File: config.mk
export PLATFORM = sky130hd
export DESIGN_NAME = mem_stage
export DESIGN_NICKNAME = d
export VERILOG_FILES = /design/src/rv32v_types_pkg.sv /design/src/mem_bus_pkg.sv /design/src/vmem_serializer.sv /design/src/load_store_ctrl.sv /design/src/vwrite_xbar.sv /design/src/mem_stage_ctrl.sv /design/src/mem_stage.sv
export SDC_FILE = /design/constraint.sdc
export NUM_CORES = 1
export LEC_CHECK = 0
export BUFFER_PORTS_ARGS = -buffer_cell sky130_fd_sc_hd__buf_2
export CAP_MARGIN = 20
export CORE_AREA = 2 2 207 209
export CTS_BUF_LIST = sky130_fd_sc_hd__clkbuf_8
export DETAILED_ROUTE_END_ITERATION = 8
export DIE_AREA = 0 0 209 211
export GPL_TIMING_DRIVEN = 1
export SYNTH_ARGS = -nofsm -noshare
export SYNTH_HDL_FRONTEND = slang
export SYNTH_SLANG_ARGS = --single-unit
File: constraint.sdc
create_clock -name CLK -period 6.6 [get_ports CLK]
set_clock_uncertainty 0.1 [all_clocks]
set_input_delay 0.66 -clock CLK [delete_from_list [all_inputs] [get_ports CLK]]
set_output_delay 0.66 -clock CLK [all_outputs]
set_load 0.01 [all_outputs]
File: src/rv32v_types_pkg.sv
/*
 * Vector-side definitions for the memory stage.
 * Element widths above 32 bits are not supported.
 * One vector register is four banks of one word each.
 */

package rv32v_types_pkg;

    // Default lane count, passed down from the top level
    localparam int num_lanes_c = 4;

    // Bytes held by one vector register
    localparam int vreg_bytes_c = 16;

    // Element width encoding
    typedef enum logic [1:0] {
        eew_8  = 2'd0,
        eew_16 = 2'd1,
        eew_32 = 2'd2
    } eew_t;

    // Byte count of one element
    function automatic logic [2:0] eew_bytes(eew_t eew);
        case (eew)
            eew_8:   return 3'd1;
            eew_16:  return 3'd2;
            default: return 3'd4;
        endcase
    endfunction

endpackage

File: src/mem_bus_pkg.sv
/*
 * Memory-side definitions: bus widths, scalar load types and operation kinds.
 * Load type codes follow the RV32 funct3 encoding.
 */

package mem_bus_pkg;

    localparam int addr_width_c = 32;
    localparam int word_width_c = 32;

    typedef logic [word_width_c-1:0] word_t;

    // Scalar load type, also gives the store width
    typedef enum logic [2:0] {
        lb  = 3'b000,
        lh  = 3'b001,
        lw  = 3'b010,
        lbu = 3'b100,
        lhu = 3'b101
    } load_type_t;

    typedef enum logic [1:0] {
        acc_sload  = 2'd0,
        acc_sstore = 2'd1,
        acc_vload  = 2'd2,
        acc_vstore = 2'd3
    } access_kind_t;

endpackage

File: src/vmem_serializer.sv
/*
 * Splits a vector access into one access per active lane.
 * Lane j of micro-op u goes to base + (u * NUM_LANES + j) * stride.
 * Misaligned elements that cross a word boundary are not handled.
 */
`timescale 1ns/100ps

module vmem_serializer #(
    parameter int NUM_LANES = 4
) (
    input  logic                                CLK,
    input  logic                                rst,
    input  logic                                vstart,
    input  logic                                lane_done,
    input  mem_bus_pkg::word_t                  base,
    input  mem_bus_pkg::word_t                  stride,
    input  rv32v_types_pkg::eew_t               eew,
    input  logic [1:0]                          uop_num,
    input  logic [NUM_LANES-1:0]                lane_mask,
    input  mem_bus_pkg::word_t [NUM_LANES-1:0]  vs2_data,
    output logic [$clog2(NUM_LANES)-1:0]        lane_idx,
    output logic                                lane_active,
    output mem_bus_pkg::word_t                  lane_addr,
    output mem_bus_pkg::word_t                  lane_wdata,
    output logic [3:0]                          lane_strb,
    output logic                                last_lane
);

    localparam int IDX_W = $clog2(NUM_LANES);

    logic [IDX_W-1:0]       first_idx;
    logic [IDX_W-1:0]       next_idx;
    logic                   more_above;
    logic [3:0]             size_strb;
    mem_bus_pkg::word_t     elem_num;
    mem_bus_pkg::word_t     elem_word;

    // Lowest set bit overall and lowest set bit above the current lane
    always_comb begin
        first_idx  = '0;
        next_idx   = lane_idx;
        more_above = 1'b0;
        for (int j = NUM_LANES - 1; j >= 0; j--) begin
            if (lane_mask[j]) begin
                first_idx = IDX_W'(j);
            end
            if (lane_mask[j] && j > lane_idx) begin
                next_idx   = IDX_W'(j);
                more_above = 1'b1;
            end
        end
    end

    always_ff @(posedge CLK) begin
        if (rst) begin
            lane_idx <= '0;
        end else if (vstart) begin
            lane_idx <= first_idx;
        end else if (lane_done && more_above) begin
            lane_idx <= next_idx;
        end
    end

    assign lane_active = lane_mask[lane_idx];
    assign last_lane   = !more_above;

    assign elem_num  = mem_bus_pkg::word_t'(uop_num) * NUM_LANES + lane_idx;
    assign lane_addr = base + elem_num * stride;

    always_comb begin
        case (eew)
            rv32v_types_pkg::eew_8:  elem_word = {24'b0, vs2_data[lane_idx][7:0]};
            rv32v_types_pkg::eew_16: elem_word = {16'b0, vs2_data[lane_idx][15:0]};
            default:                 elem_word = vs2_data[lane_idx];
        endcase
    end

    assign size_strb  = 4'((5'd1 << rv32v_types_pkg::eew_bytes(eew)) - 5'd1);
    assign lane_wdata = elem_word << {lane_addr[1:0], 3'b000};
    assign lane_strb  = size_strb << lane_addr[1:0];

    // Each step stays in range and lands on a lane the mask enables
    a_lane_range: assert property (@(posedge CLK) disable iff (rst)
        lane_done && more_above |=> lane_active && lane_idx < NUM_LANES);

endmodule

File: src/load_store_ctrl.sv
/*
 * APB requester with load extraction and extension.
 * Request fields are captured in the cycle req is high.
 * paddr is word aligned; byte lanes are chosen by pstrb.
 * pslverr is not handled here.
 */
`timescale 1ns/100ps

module load_store_ctrl (
    input  logic                                   CLK,
    input  logic                                   rst,
    input  logic                                   req,
    input  logic [mem_bus_pkg::addr_width_c-1:0]   addr,
    input  mem_bus_pkg::word_t                     wdata,
    input  logic [3:0]                             strb,
    input  logic                                   write,
    input  rv32v_types_pkg::eew_t                  size,
    input  logic                                   signed_ld,
    output logic                                   done,
    output mem_bus_pkg::word_t                     load_data,
    output logic [mem_bus_pkg::addr_width_c-1:0]   paddr,
    output logic                                   psel,
    output logic                                   penable,
    output logic                                   pwrite,
    output mem_bus_pkg::word_t                     pwdata,
    output logic [3:0]                             pstrb,
    input  mem_bus_pkg::word_t                     prdata,
    input  logic                                   pready
);

    typedef enum logic [1:0] {lsc_idle, lsc_setup, lsc_access} lsc_state_t;

    lsc_state_t                             state;
    logic [mem_bus_pkg::addr_width_c-1:0]   addr_q;
    mem_bus_pkg::word_t                     wdata_q;
    mem_bus_pkg::word_t                     rd_shift;
    logic [3:0]                             strb_q;
    logic                                   write_q;
    logic                                   signed_q;
    rv32v_types_pkg::eew_t                  size_q;

    always_ff @(posedge CLK) begin
        if (rst) begin
            state <= lsc_idle;
        end else begin
            case (state)
                lsc_idle:   state <= req ? lsc_setup : lsc_idle;
                lsc_setup:  state <= lsc_access;
                default:    state <= pready ? lsc_idle : lsc_access;
            endcase
        end
    end

    // Request capture
    always_ff @(posedge CLK) begin
        if (state == lsc_idle && req) begin
            addr_q   <= addr;
            wdata_q  <= wdata;
            strb_q   <= strb;
            write_q  <= write;
            size_q   <= size;
            signed_q <= signed_ld;
        end
    end

    assign psel    = (state != lsc_idle);
    assign penable = (state == lsc_access);
    assign paddr   = {addr_q[mem_bus_pkg::addr_width_c-1:2], 2'b00};
    assign pwrite  = write_q;
    assign pwdata  = wdata_q;
    assign pstrb   = write_q ? strb_q : 4'b0000;
    assign done    = penable && pready;

    // Addressed element moved down to bit 0
    assign rd_shift = prdata >> {addr_q[1:0], 3'b000};

    always_comb begin
        case (size_q)
            rv32v_types_pkg::eew_8:
                load_data = {{24{signed_q & rd_shift[7]}}, rd_shift[7:0]};
            rv32v_types_pkg::eew_16:
                load_data = {{16{signed_q & rd_shift[15]}}, rd_shift[15:0]};
            default:
                load_data = rd_shift;
        endcase
    end

    a_penable_psel: assert property (@(posedge CLK) disable iff (rst)
        penable |-> psel);

    // Transfer holds its address until the memory accepts it
    a_paddr_stable: assert property (@(posedge CLK) disable iff (rst)
        psel && !(penable && pready) |=> psel && $stable(paddr));

endmodule

File: src/vwrite_xbar.sv
/*
 * Write crossbar for one vector register bank.
 * Element index is uop_num * NUM_LANES + lane_idx.
 * Elements placed past the end of the register are dropped.
 */
`timescale 1ns/100ps

module vwrite_xbar #(
    parameter int NUM_LANES = 4,
    parameter int BANK      = 0
) (
    input  logic [$clog2(NUM_LANES)-1:0]  lane_idx,
    input  logic                          lane_wen,
    input  mem_bus_pkg::word_t            load_data,
    input  rv32v_types_pkg::eew_t         eew,
    input  logic [1:0]                    uop_num,
    output mem_bus_pkg::word_t            bank_wdata,
    output logic [3:0]                    bank_byte_wen
);

    logic [7:0]     elem_idx;
    logic [7:0]     byte_pos;
    logic [3:0]     size_strb;
    logic           in_bank;

    assign elem_idx = 8'(uop_num) * 8'(NUM_LANES) + 8'(lane_idx);
    assign byte_pos = elem_idx * 8'(rv32v_types_pkg::eew_bytes(eew));
    assign in_bank  = (byte_pos < 8'(rv32v_types_pkg::vreg_bytes_c))
                   && (byte_pos[7:2] == 6'(BANK));

    // Element copied to every slot of the bank word
    always_comb begin
        case (eew)
            rv32v_types_pkg::eew_8:  bank_wdata = {4{load_data[7:0]}};
            rv32v_types_pkg::eew_16: bank_wdata = {2{load_data[15:0]}};
            default:                 bank_wdata = load_data;
        endcase
    end

    assign size_strb     = 4'((5'd1 << rv32v_types_pkg::eew_bytes(eew)) - 5'd1);
    assign bank_byte_wen = (lane_wen && in_bank) ? size_strb << byte_pos[1:0] : 4'b0000;

endmodule

File: src/mem_stage_ctrl.sv
/*
 * Sequencer for one memory operation at a time.
 * Scalar operations issue one transfer, vector operations one per active lane.
 * Scalar store width comes from load_type, using the funct3 encoding.
 */
`timescale 1ns/100ps

module mem_stage_ctrl #(
    parameter int NUM_LANES = 4
) (
    input  logic                                   CLK,
    input  logic                                   rst,
    input  logic                                   op_valid,
    input  mem_bus_pkg::access_kind_t              op_kind,
    input  mem_bus_pkg::word_t                     base,
    input  mem_bus_pkg::word_t                     scalar_store_data,
    input  mem_bus_pkg::load_type_t                load_type,
    input  rv32v_types_pkg::eew_t                  eew,
    input  logic                                   lane_active,
    input  mem_bus_pkg::word_t                     lane_addr,
    input  mem_bus_pkg::word_t                     lane_wdata,
    input  logic [3:0]                             lane_strb,
    input  logic                                   last_lane,
    input  logic                                   done,
    input  mem_bus_pkg::word_t                     load_data,
    input  logic                                   pslverr_in,
    output logic                                   stall,
    output logic                                   vstart,
    output logic                                   lane_done,
    output logic                                   req,
    output logic [mem_bus_pkg::addr_width_c-1:0]   addr,
    output mem_bus_pkg::word_t                     wdata,
    output logic [3:0]                             strb,
    output logic                                   write,
    output rv32v_types_pkg::eew_t                  size,
    output logic                                   signed_ld,
    output logic                                   reg_write,
    output mem_bus_pkg::word_t                     reg_wdata,
    output logic                                   lane_wen,
    output logic                                   bus_error
);

    typedef enum logic [1:0] {st_idle, st_issue, st_wait} state_t;

    state_t                             state;
    state_t                             state_n;
    logic                               is_vec;
    logic                               finish;
    logic                               sc_signed;
    logic [3:0]                         sc_strb;
    rv32v_types_pkg::eew_t              sc_size;
    logic [$clog2(NUM_LANES+1)-1:0]     lanes_issued;

    assign is_vec = (op_kind == mem_bus_pkg::acc_vload) || (op_kind == mem_bus_pkg::acc_vstore);
    assign write  = (op_kind == mem_bus_pkg::acc_sstore) || (op_kind == mem_bus_pkg::acc_vstore);

    always_comb begin
        state_n = state;
        vstart  = 1'b0;
        req     = 1'b0;
        finish  = 1'b0;
        case (state)
            st_idle: begin
                if (op_valid) begin
                    vstart  = is_vec;
                    state_n = st_issue;
                end
            end
            st_issue: begin
                // Empty mask leaves no active lane
                if (!is_vec || lane_active) begin
                    req     = 1'b1;
                    state_n = st_wait;
                end else begin
                    finish  = 1'b1;
                    state_n = st_idle;
                end
            end
            default: begin
                if (done) begin
                    if (!is_vec || last_lane) begin
                        finish  = 1'b1;
                        state_n = st_idle;
                    end else begin
                        state_n = st_issue;
                    end
                end
            end
        endcase
    end

    always_ff @(posedge CLK) begin
        if (rst) begin
            state <= st_idle;
        end else begin
            state <= state_n;
        end
    end

    // Transfers issued in the current operation
    always_ff @(posedge CLK) begin
        if (rst || state == st_idle) begin
            lanes_issued <= '0;
        end else if (req) begin
            lanes_issued <= lanes_issued + 1'b1;
        end
    end

    always_comb begin
        case (load_type)
            mem_bus_pkg::lb:  {sc_size, sc_signed} = {rv32v_types_pkg::eew_8, 1'b1};
            mem_bus_pkg::lh:  {sc_size, sc_signed} = {rv32v_types_pkg::eew_16, 1'b1};
            mem_bus_pkg::lbu: {sc_size, sc_signed} = {rv32v_types_pkg::eew_8, 1'b0};
            mem_bus_pkg::lhu: {sc_size, sc_signed} = {rv32v_types_pkg::eew_16, 1'b0};
            default:          {sc_size, sc_signed} = {rv32v_types_pkg::eew_32, 1'b0};
        endcase
    end

    assign sc_strb = 4'((5'd1 << rv32v_types_pkg::eew_bytes(sc_size)) - 5'd1);

    // Scalar stores land at the byte offset of the address
    assign addr      = is_vec ? lane_addr : base;
    assign wdata     = is_vec ? lane_wdata : scalar_store_data << {base[1:0], 3'b000};
    assign strb      = is_vec ? lane_strb : sc_strb << base[1:0];
    assign size      = is_vec ? eew : sc_size;
    assign signed_ld = !is_vec && sc_signed;

    assign stall     = op_valid && !finish;
    assign lane_done = done && is_vec;
    assign lane_wen  = done && (op_kind == mem_bus_pkg::acc_vload);
    assign reg_write = done && (op_kind == mem_bus_pkg::acc_sload);
    assign reg_wdata = load_data;
    assign bus_error = done && pslverr_in;

    // One transfer in flight at a time
    a_req_single: assert property (@(posedge CLK) disable iff (rst)
        req |=> !req until_with done);

    a_lane_count: assert property (@(posedge CLK) disable iff (rst)
        lanes_issued <= NUM_LANES);

endmodule

File: src/mem_stage.sv
/*
 * Memory stage of an RV32 pipeline with a vector unit.
 * Operation fields must stay stable while stall is high.
 * One APB requester serves both scalar and vector accesses.
 * Number of register banks equals NUM_LANES.
 */
`timescale 1ns/100ps

module mem_stage #(
    parameter int NUM_LANES = rv32v_types_pkg::num_lanes_c
) (
    input  logic                                   CLK,
    input  logic                                   rst,
    input  logic                                   op_valid,
    input  mem_bus_pkg::access_kind_t              op_kind,
    input  mem_bus_pkg::word_t                     base,
    input  mem_bus_pkg::word_t                     stride,
    input  rv32v_types_pkg::eew_t                  eew,
    input  logic [1:0]                             uop_num,
    input  logic [NUM_LANES-1:0]                   lane_mask,
    input  mem_bus_pkg::word_t                     scalar_store_data,
    input  mem_bus_pkg::load_type_t                load_type,
    input  mem_bus_pkg::word_t [NUM_LANES-1:0]     vs2_data,
    output logic                                   stall,
    output logic                                   reg_write,
    output mem_bus_pkg::word_t                     reg_wdata,
    output mem_bus_pkg::word_t [NUM_LANES-1:0]     vwdata,
    output logic [NUM_LANES-1:0][3:0]              vbyte_wen,
    output logic                                   bus_error,
    output logic [mem_bus_pkg::addr_width_c-1:0]   paddr,
    output logic                                   psel,
    output logic                                   penable,
    output logic                                   pwrite,
    output mem_bus_pkg::word_t                     pwdata,
    output logic [3:0]                             pstrb,
    input  mem_bus_pkg::word_t                     prdata,
    input  logic                                   pready,
    input  logic                                   pslverr
);

    logic [$clog2(NUM_LANES)-1:0]               lane_idx;
    logic                                       lane_active;
    logic                                       last_lane;
    logic                                       vstart;
    logic                                       lane_done;
    logic                                       lane_wen;
    mem_bus_pkg::word_t                         lane_addr;
    mem_bus_pkg::word_t                         lane_wdata;
    logic [3:0]                                 lane_strb;
    logic                                       req;
    logic                                       write;
    logic                                       signed_ld;
    logic                                       done;
    logic [mem_bus_pkg::addr_width_c-1:0]       addr;
    mem_bus_pkg::word_t                         wdata;
    mem_bus_pkg::word_t                         load_data;
    logic [3:0]                                 strb;
    rv32v_types_pkg::eew_t                      size;

    mem_stage_ctrl #(.NUM_LANES(NUM_LANES)) u_ctrl (
        .CLK, .rst, .op_valid, .op_kind, .base, .scalar_store_data, .load_type, .eew,
        .lane_active, .lane_addr, .lane_wdata, .lane_strb, .last_lane,
        .done, .load_data, .pslverr_in(pslverr),
        .stall, .vstart, .lane_done, .req, .addr, .wdata, .strb, .write, .size,
        .signed_ld, .reg_write, .reg_wdata, .lane_wen, .bus_error
    );

    vmem_serializer #(.NUM_LANES(NUM_LANES)) u_serializer (
        .CLK, .rst, .vstart, .lane_done, .base, .stride, .eew, .uop_num, .lane_mask,
        .vs2_data, .lane_idx, .lane_active, .lane_addr, .lane_wdata, .lane_strb, .last_lane
    );

    load_store_ctrl u_lsc (
        .CLK, .rst, .req, .addr, .wdata, .strb, .write, .size, .signed_ld, .done, .load_data,
        .paddr, .psel, .penable, .pwrite, .pwdata, .pstrb, .prdata, .pready
    );

    // One crossbar per register bank
    for (genvar b = 0; b < NUM_LANES; b++) begin : gen_xbar
        vwrite_xbar #(.NUM_LANES(NUM_LANES), .BANK(b)) u_xbar (
            .lane_idx, .lane_wen, .load_data, .eew, .uop_num,
            .bank_wdata(vwdata[b]),
            .bank_byte_wen(vbyte_wen[b])
        );
    end

endmodule

==> results.sh <==
export IMPL_core_um2=41800
export IMPL_slowest_delay_ns=0.81
export IMPL_critPathTopFamily="adder cells"
export IMPL_netlist_area_um2=12600
export IMPL_fmax_mhz=193
export IMPL_die_w_um=209
export IMPL_die_h_um=211
export IMPL_cts_resized=0
export IMPL_clk_latency_ns=0.40
export IMPL_final_common_cell="buf_2"
export IMPL_maxSlewViolCount=0
export IMPL_antenna_found_initial=12
export IMPL_critPathBufInv=3
export IMPL_cts_tree="yes"
export IMPL_cts_root_buf="clkbuf_8"
export IMPL_grt_pass1_vias=11700
export IMPL_netlist_top_cells_area="edfxtp_1 17%, fa_1 14%, buf_4 8.2%"
export IMPL_cp_depth=15
export IMPL_crit_required_ns=6.61
export IMPL_p_per_area_nw_per_um2=185
export IMPL_ys_warn_count=0
export IMPL_grt_ovfl_total=0
export IMPL_wl_per_cell_um=20.8
export IMPL_vias_per_cell=5.05
export IMPL_tightestPinTransition_ns=1.02
export IMPL_cp_start_kind="flip-flop"
export IMPL_hold_violations=0
export IMPL_fin_area_um2=14900
export IMPL_highest_layer="met5"
export IMPL_met3WireLength_um=3430
export IMPL_synth_top_cell_area_share=0.172
export IMPL_post_route_min_period_ns=5.18
export IMPL_dp_hpwl_um=41300
export IMPL_synth_edf_count=72
export IMPL_ir_worst_vdd_mv=0.111
export IMPL_clkSinkCount=78
export IMPL_crit_path_max_fanout=48
export IMPL_setup_violations_final=0
export IMPL_ant_nets=0
export IMPL_post_cts_buffers=0
export IMPL_min_delay_path_depth=1
export IMPL_htreeDepth=3
export IMPL_drt_wl_total_um=49100
export IMPL_nets=2248
export IMPL_outcome="completed"
export IMPL_drt_iter0_markers=931
export IMPL_min_path_type="input port to flip-flop"
export IMPL_ctsHoldBuffers=0
export IMPL_die_area_um2=44100
export IMPL_cap_violations=0
export IMPL_crit_slowest_cell="dfxtp_4"
export IMPL_mostFrequentLayoutCells="522 x buf_2, 210 x nand2_1, 169 x inv_1"
export IMPL_placed_area_um2=14600
export IMPL_yosysUniqueCellTypes=69
export IMPL_fin_tns_setup_ns=0
export IMPL_synthToLayoutAreaGrowth_pct=18.4
export IMPL_rr_worst_depth=15
export IMPL_leakage_uw=0.00741
export IMPL_multi_input_area_um2=8320
export IMPL_ys_flop_type="edfxtp_1"
export IMPL_drive_gt1_frac=0.351
export IMPL_end_kind="flip-flop"
export IMPL_cts_buffer_depth=2
export IMPL_std_cell_rows=75
export IMPL_maxSlewHeadroom=0.313
export IMPL_drc_errors=0
export IMPL_drt_met1_wl_um=21000
export IMPL_ys_seq_area_frac=0.182
export IMPL_grt_setup_unrepaired="false"
export IMPL_gr_usage_all_layers=0.216
export IMPL_grt_max_degree=87
export IMPL_finalCritPeriodShare=0.784
export IMPL_async_flop_share=0
export IMPL_pin_count=524
export IMPL_place_gp_congestion=1.03
export IMPL_clkSlewWorstSetupHoldPaths_ns=0.10
export IMPL_synthCells=1476
export IMPL_vias=11900
export IMPL_grt_pass1_wl_um=72400
export IMPL_start_util=0.301
export IMPL_arrival_ns=5.19
export IMPL_final_seq_area_um2=2290
export IMPL_numPortBuffers=521
export IMPL_avgSynthCellArea_um2=8.50
export IMPL_wl_met2_um=23500
export IMPL_fillers=4360
export IMPL_cts_buffers=9
export IMPL_ys_ff_latch=78
export IMPL_crit_type="flip-flop to flip-flop"
export IMPL_first_pass_iters=5
export IMPL_worstPathCellList="nand2_1 > fa_1 > inv_1 > fa_1 > inv_1 > fa_1 > inv_1 > ha_1 > nand2_1 > nor4_1 > o21a_1 > or4_4 > a311o_1 > xnor2_1 > mux2i_1"
export IMPL_yosysTopAreaCell="edfxtp_1"
[cells by family after synthesis]
family                   Yosys count  synth area share
AND/OR/NAND/NOR                  458             0.169
buffers and inverters            382             0.157
AO/OA/AOI/OAI                    269             0.142
adder cells (fa/ha/maj)          159             0.212
multiplexers                     105             0.120
flip-flops                        78             0.182
XOR/XNOR                          24            0.0189
other                              1          0.000299
[through the flow]
stage | power, uW | utilization | worst slack [ns] | cells | hold slack, ns
2_1_floorplan | 1900 | - | 1.20 | 1477 | 0.380
3_3_place_gp | 2330 | 0.351 | 1.39 | 2342 | 0.404
3_5_place_dp | 2350 | 0.351 | 1.31 | 2342 | 0.414
4_1_cts | 2760 | 0.355 | 1.39 | 2358 | 0.374
5_1_grt | 2980 | 0.356 | 1.10 | 2364 | 0.384
6_report | 2740 | 0.356 | 1.42 | 2366 | 0.396
[layout make-up]
type                    count  area share
clock buffers               9     0.00833
well taps                 539      0.0454
multi-input cells        1017       0.560
diodes                      7     0.00118
inverters                 173      0.0437
flip-flops and latches     78       0.154
clock inverters             7     0.00522
repair buffers            536       0.183
[where the power goes]
part | internal [uW] | switching (uW)
Clock | 180 | 221
Sequential | 614 | 32.7
Combinational | 678 | 1020
Total | 1470 | 1270
[state kept, by name, indices dropped and copies added (netlist names)]
name	count
u_lsc.addr_q	32
u_lsc.pwdata	32
u_lsc.strb_q	4
u_ctrl.state	2
u_lsc.size_q	2
u_lsc.state	2
u_serializer.lane_idx	2
u_lsc.pwrite	1
u_lsc.signed_q	1
[worst reg2reg max path: stages, from the launching register on]
cell and delay (ns):
dfxtp_4 0.81, nand2_1 0.19, fa_1 0.55, inv_1 0.06, fa_1 0.53, inv_1 0.05, fa_1 0.52, inv_1 0.04
ha_1 0.45, nand2_1 0.18, nor4_1 0.07, o21a_1 0.12, or4_4 0.58, a311o_1 0.38, xnor2_1 0.16, mux2i_1 0.10
[routing by layer]
layer / vias up / global-route usage
li1: 5569 / -
met1: 5798 / 0.283
met2: 503 / 0.359
met3: 66 / 0.0491
met4: 10 / 0.0601
met5: - / 0
[Yosys cell counts, drive strengths merged (8+ instances only)]
cell type  instances
a21o              13
a21oi             56
a221oi             8
a22o              25
a22oi             27
a31o               9
and2              80
buf              158
clkbuf            51
edfxtp            72
fa                89
ha                70
inv              170
mux2              29
mux2i             43
mux4              33
nand2            210
nand3             25
nor2              82
nor3              13
o21ai             76
xnor2             13
xor2               9
[final timing paths]
kind                            start               end  slack, ns
max          u_serializer.lane_idx[0]  u_lsc.addr_q[21]       1.42
min                        op_kind[0]      u_lsc.pwrite       0.40
max reg2reg  u_serializer.lane_idx[0]  u_lsc.addr_q[21]       1.42
min reg2reg           u_ctrl.state[0]   u_ctrl.state[0]       0.43
Power figures use the tool's default switching activity.
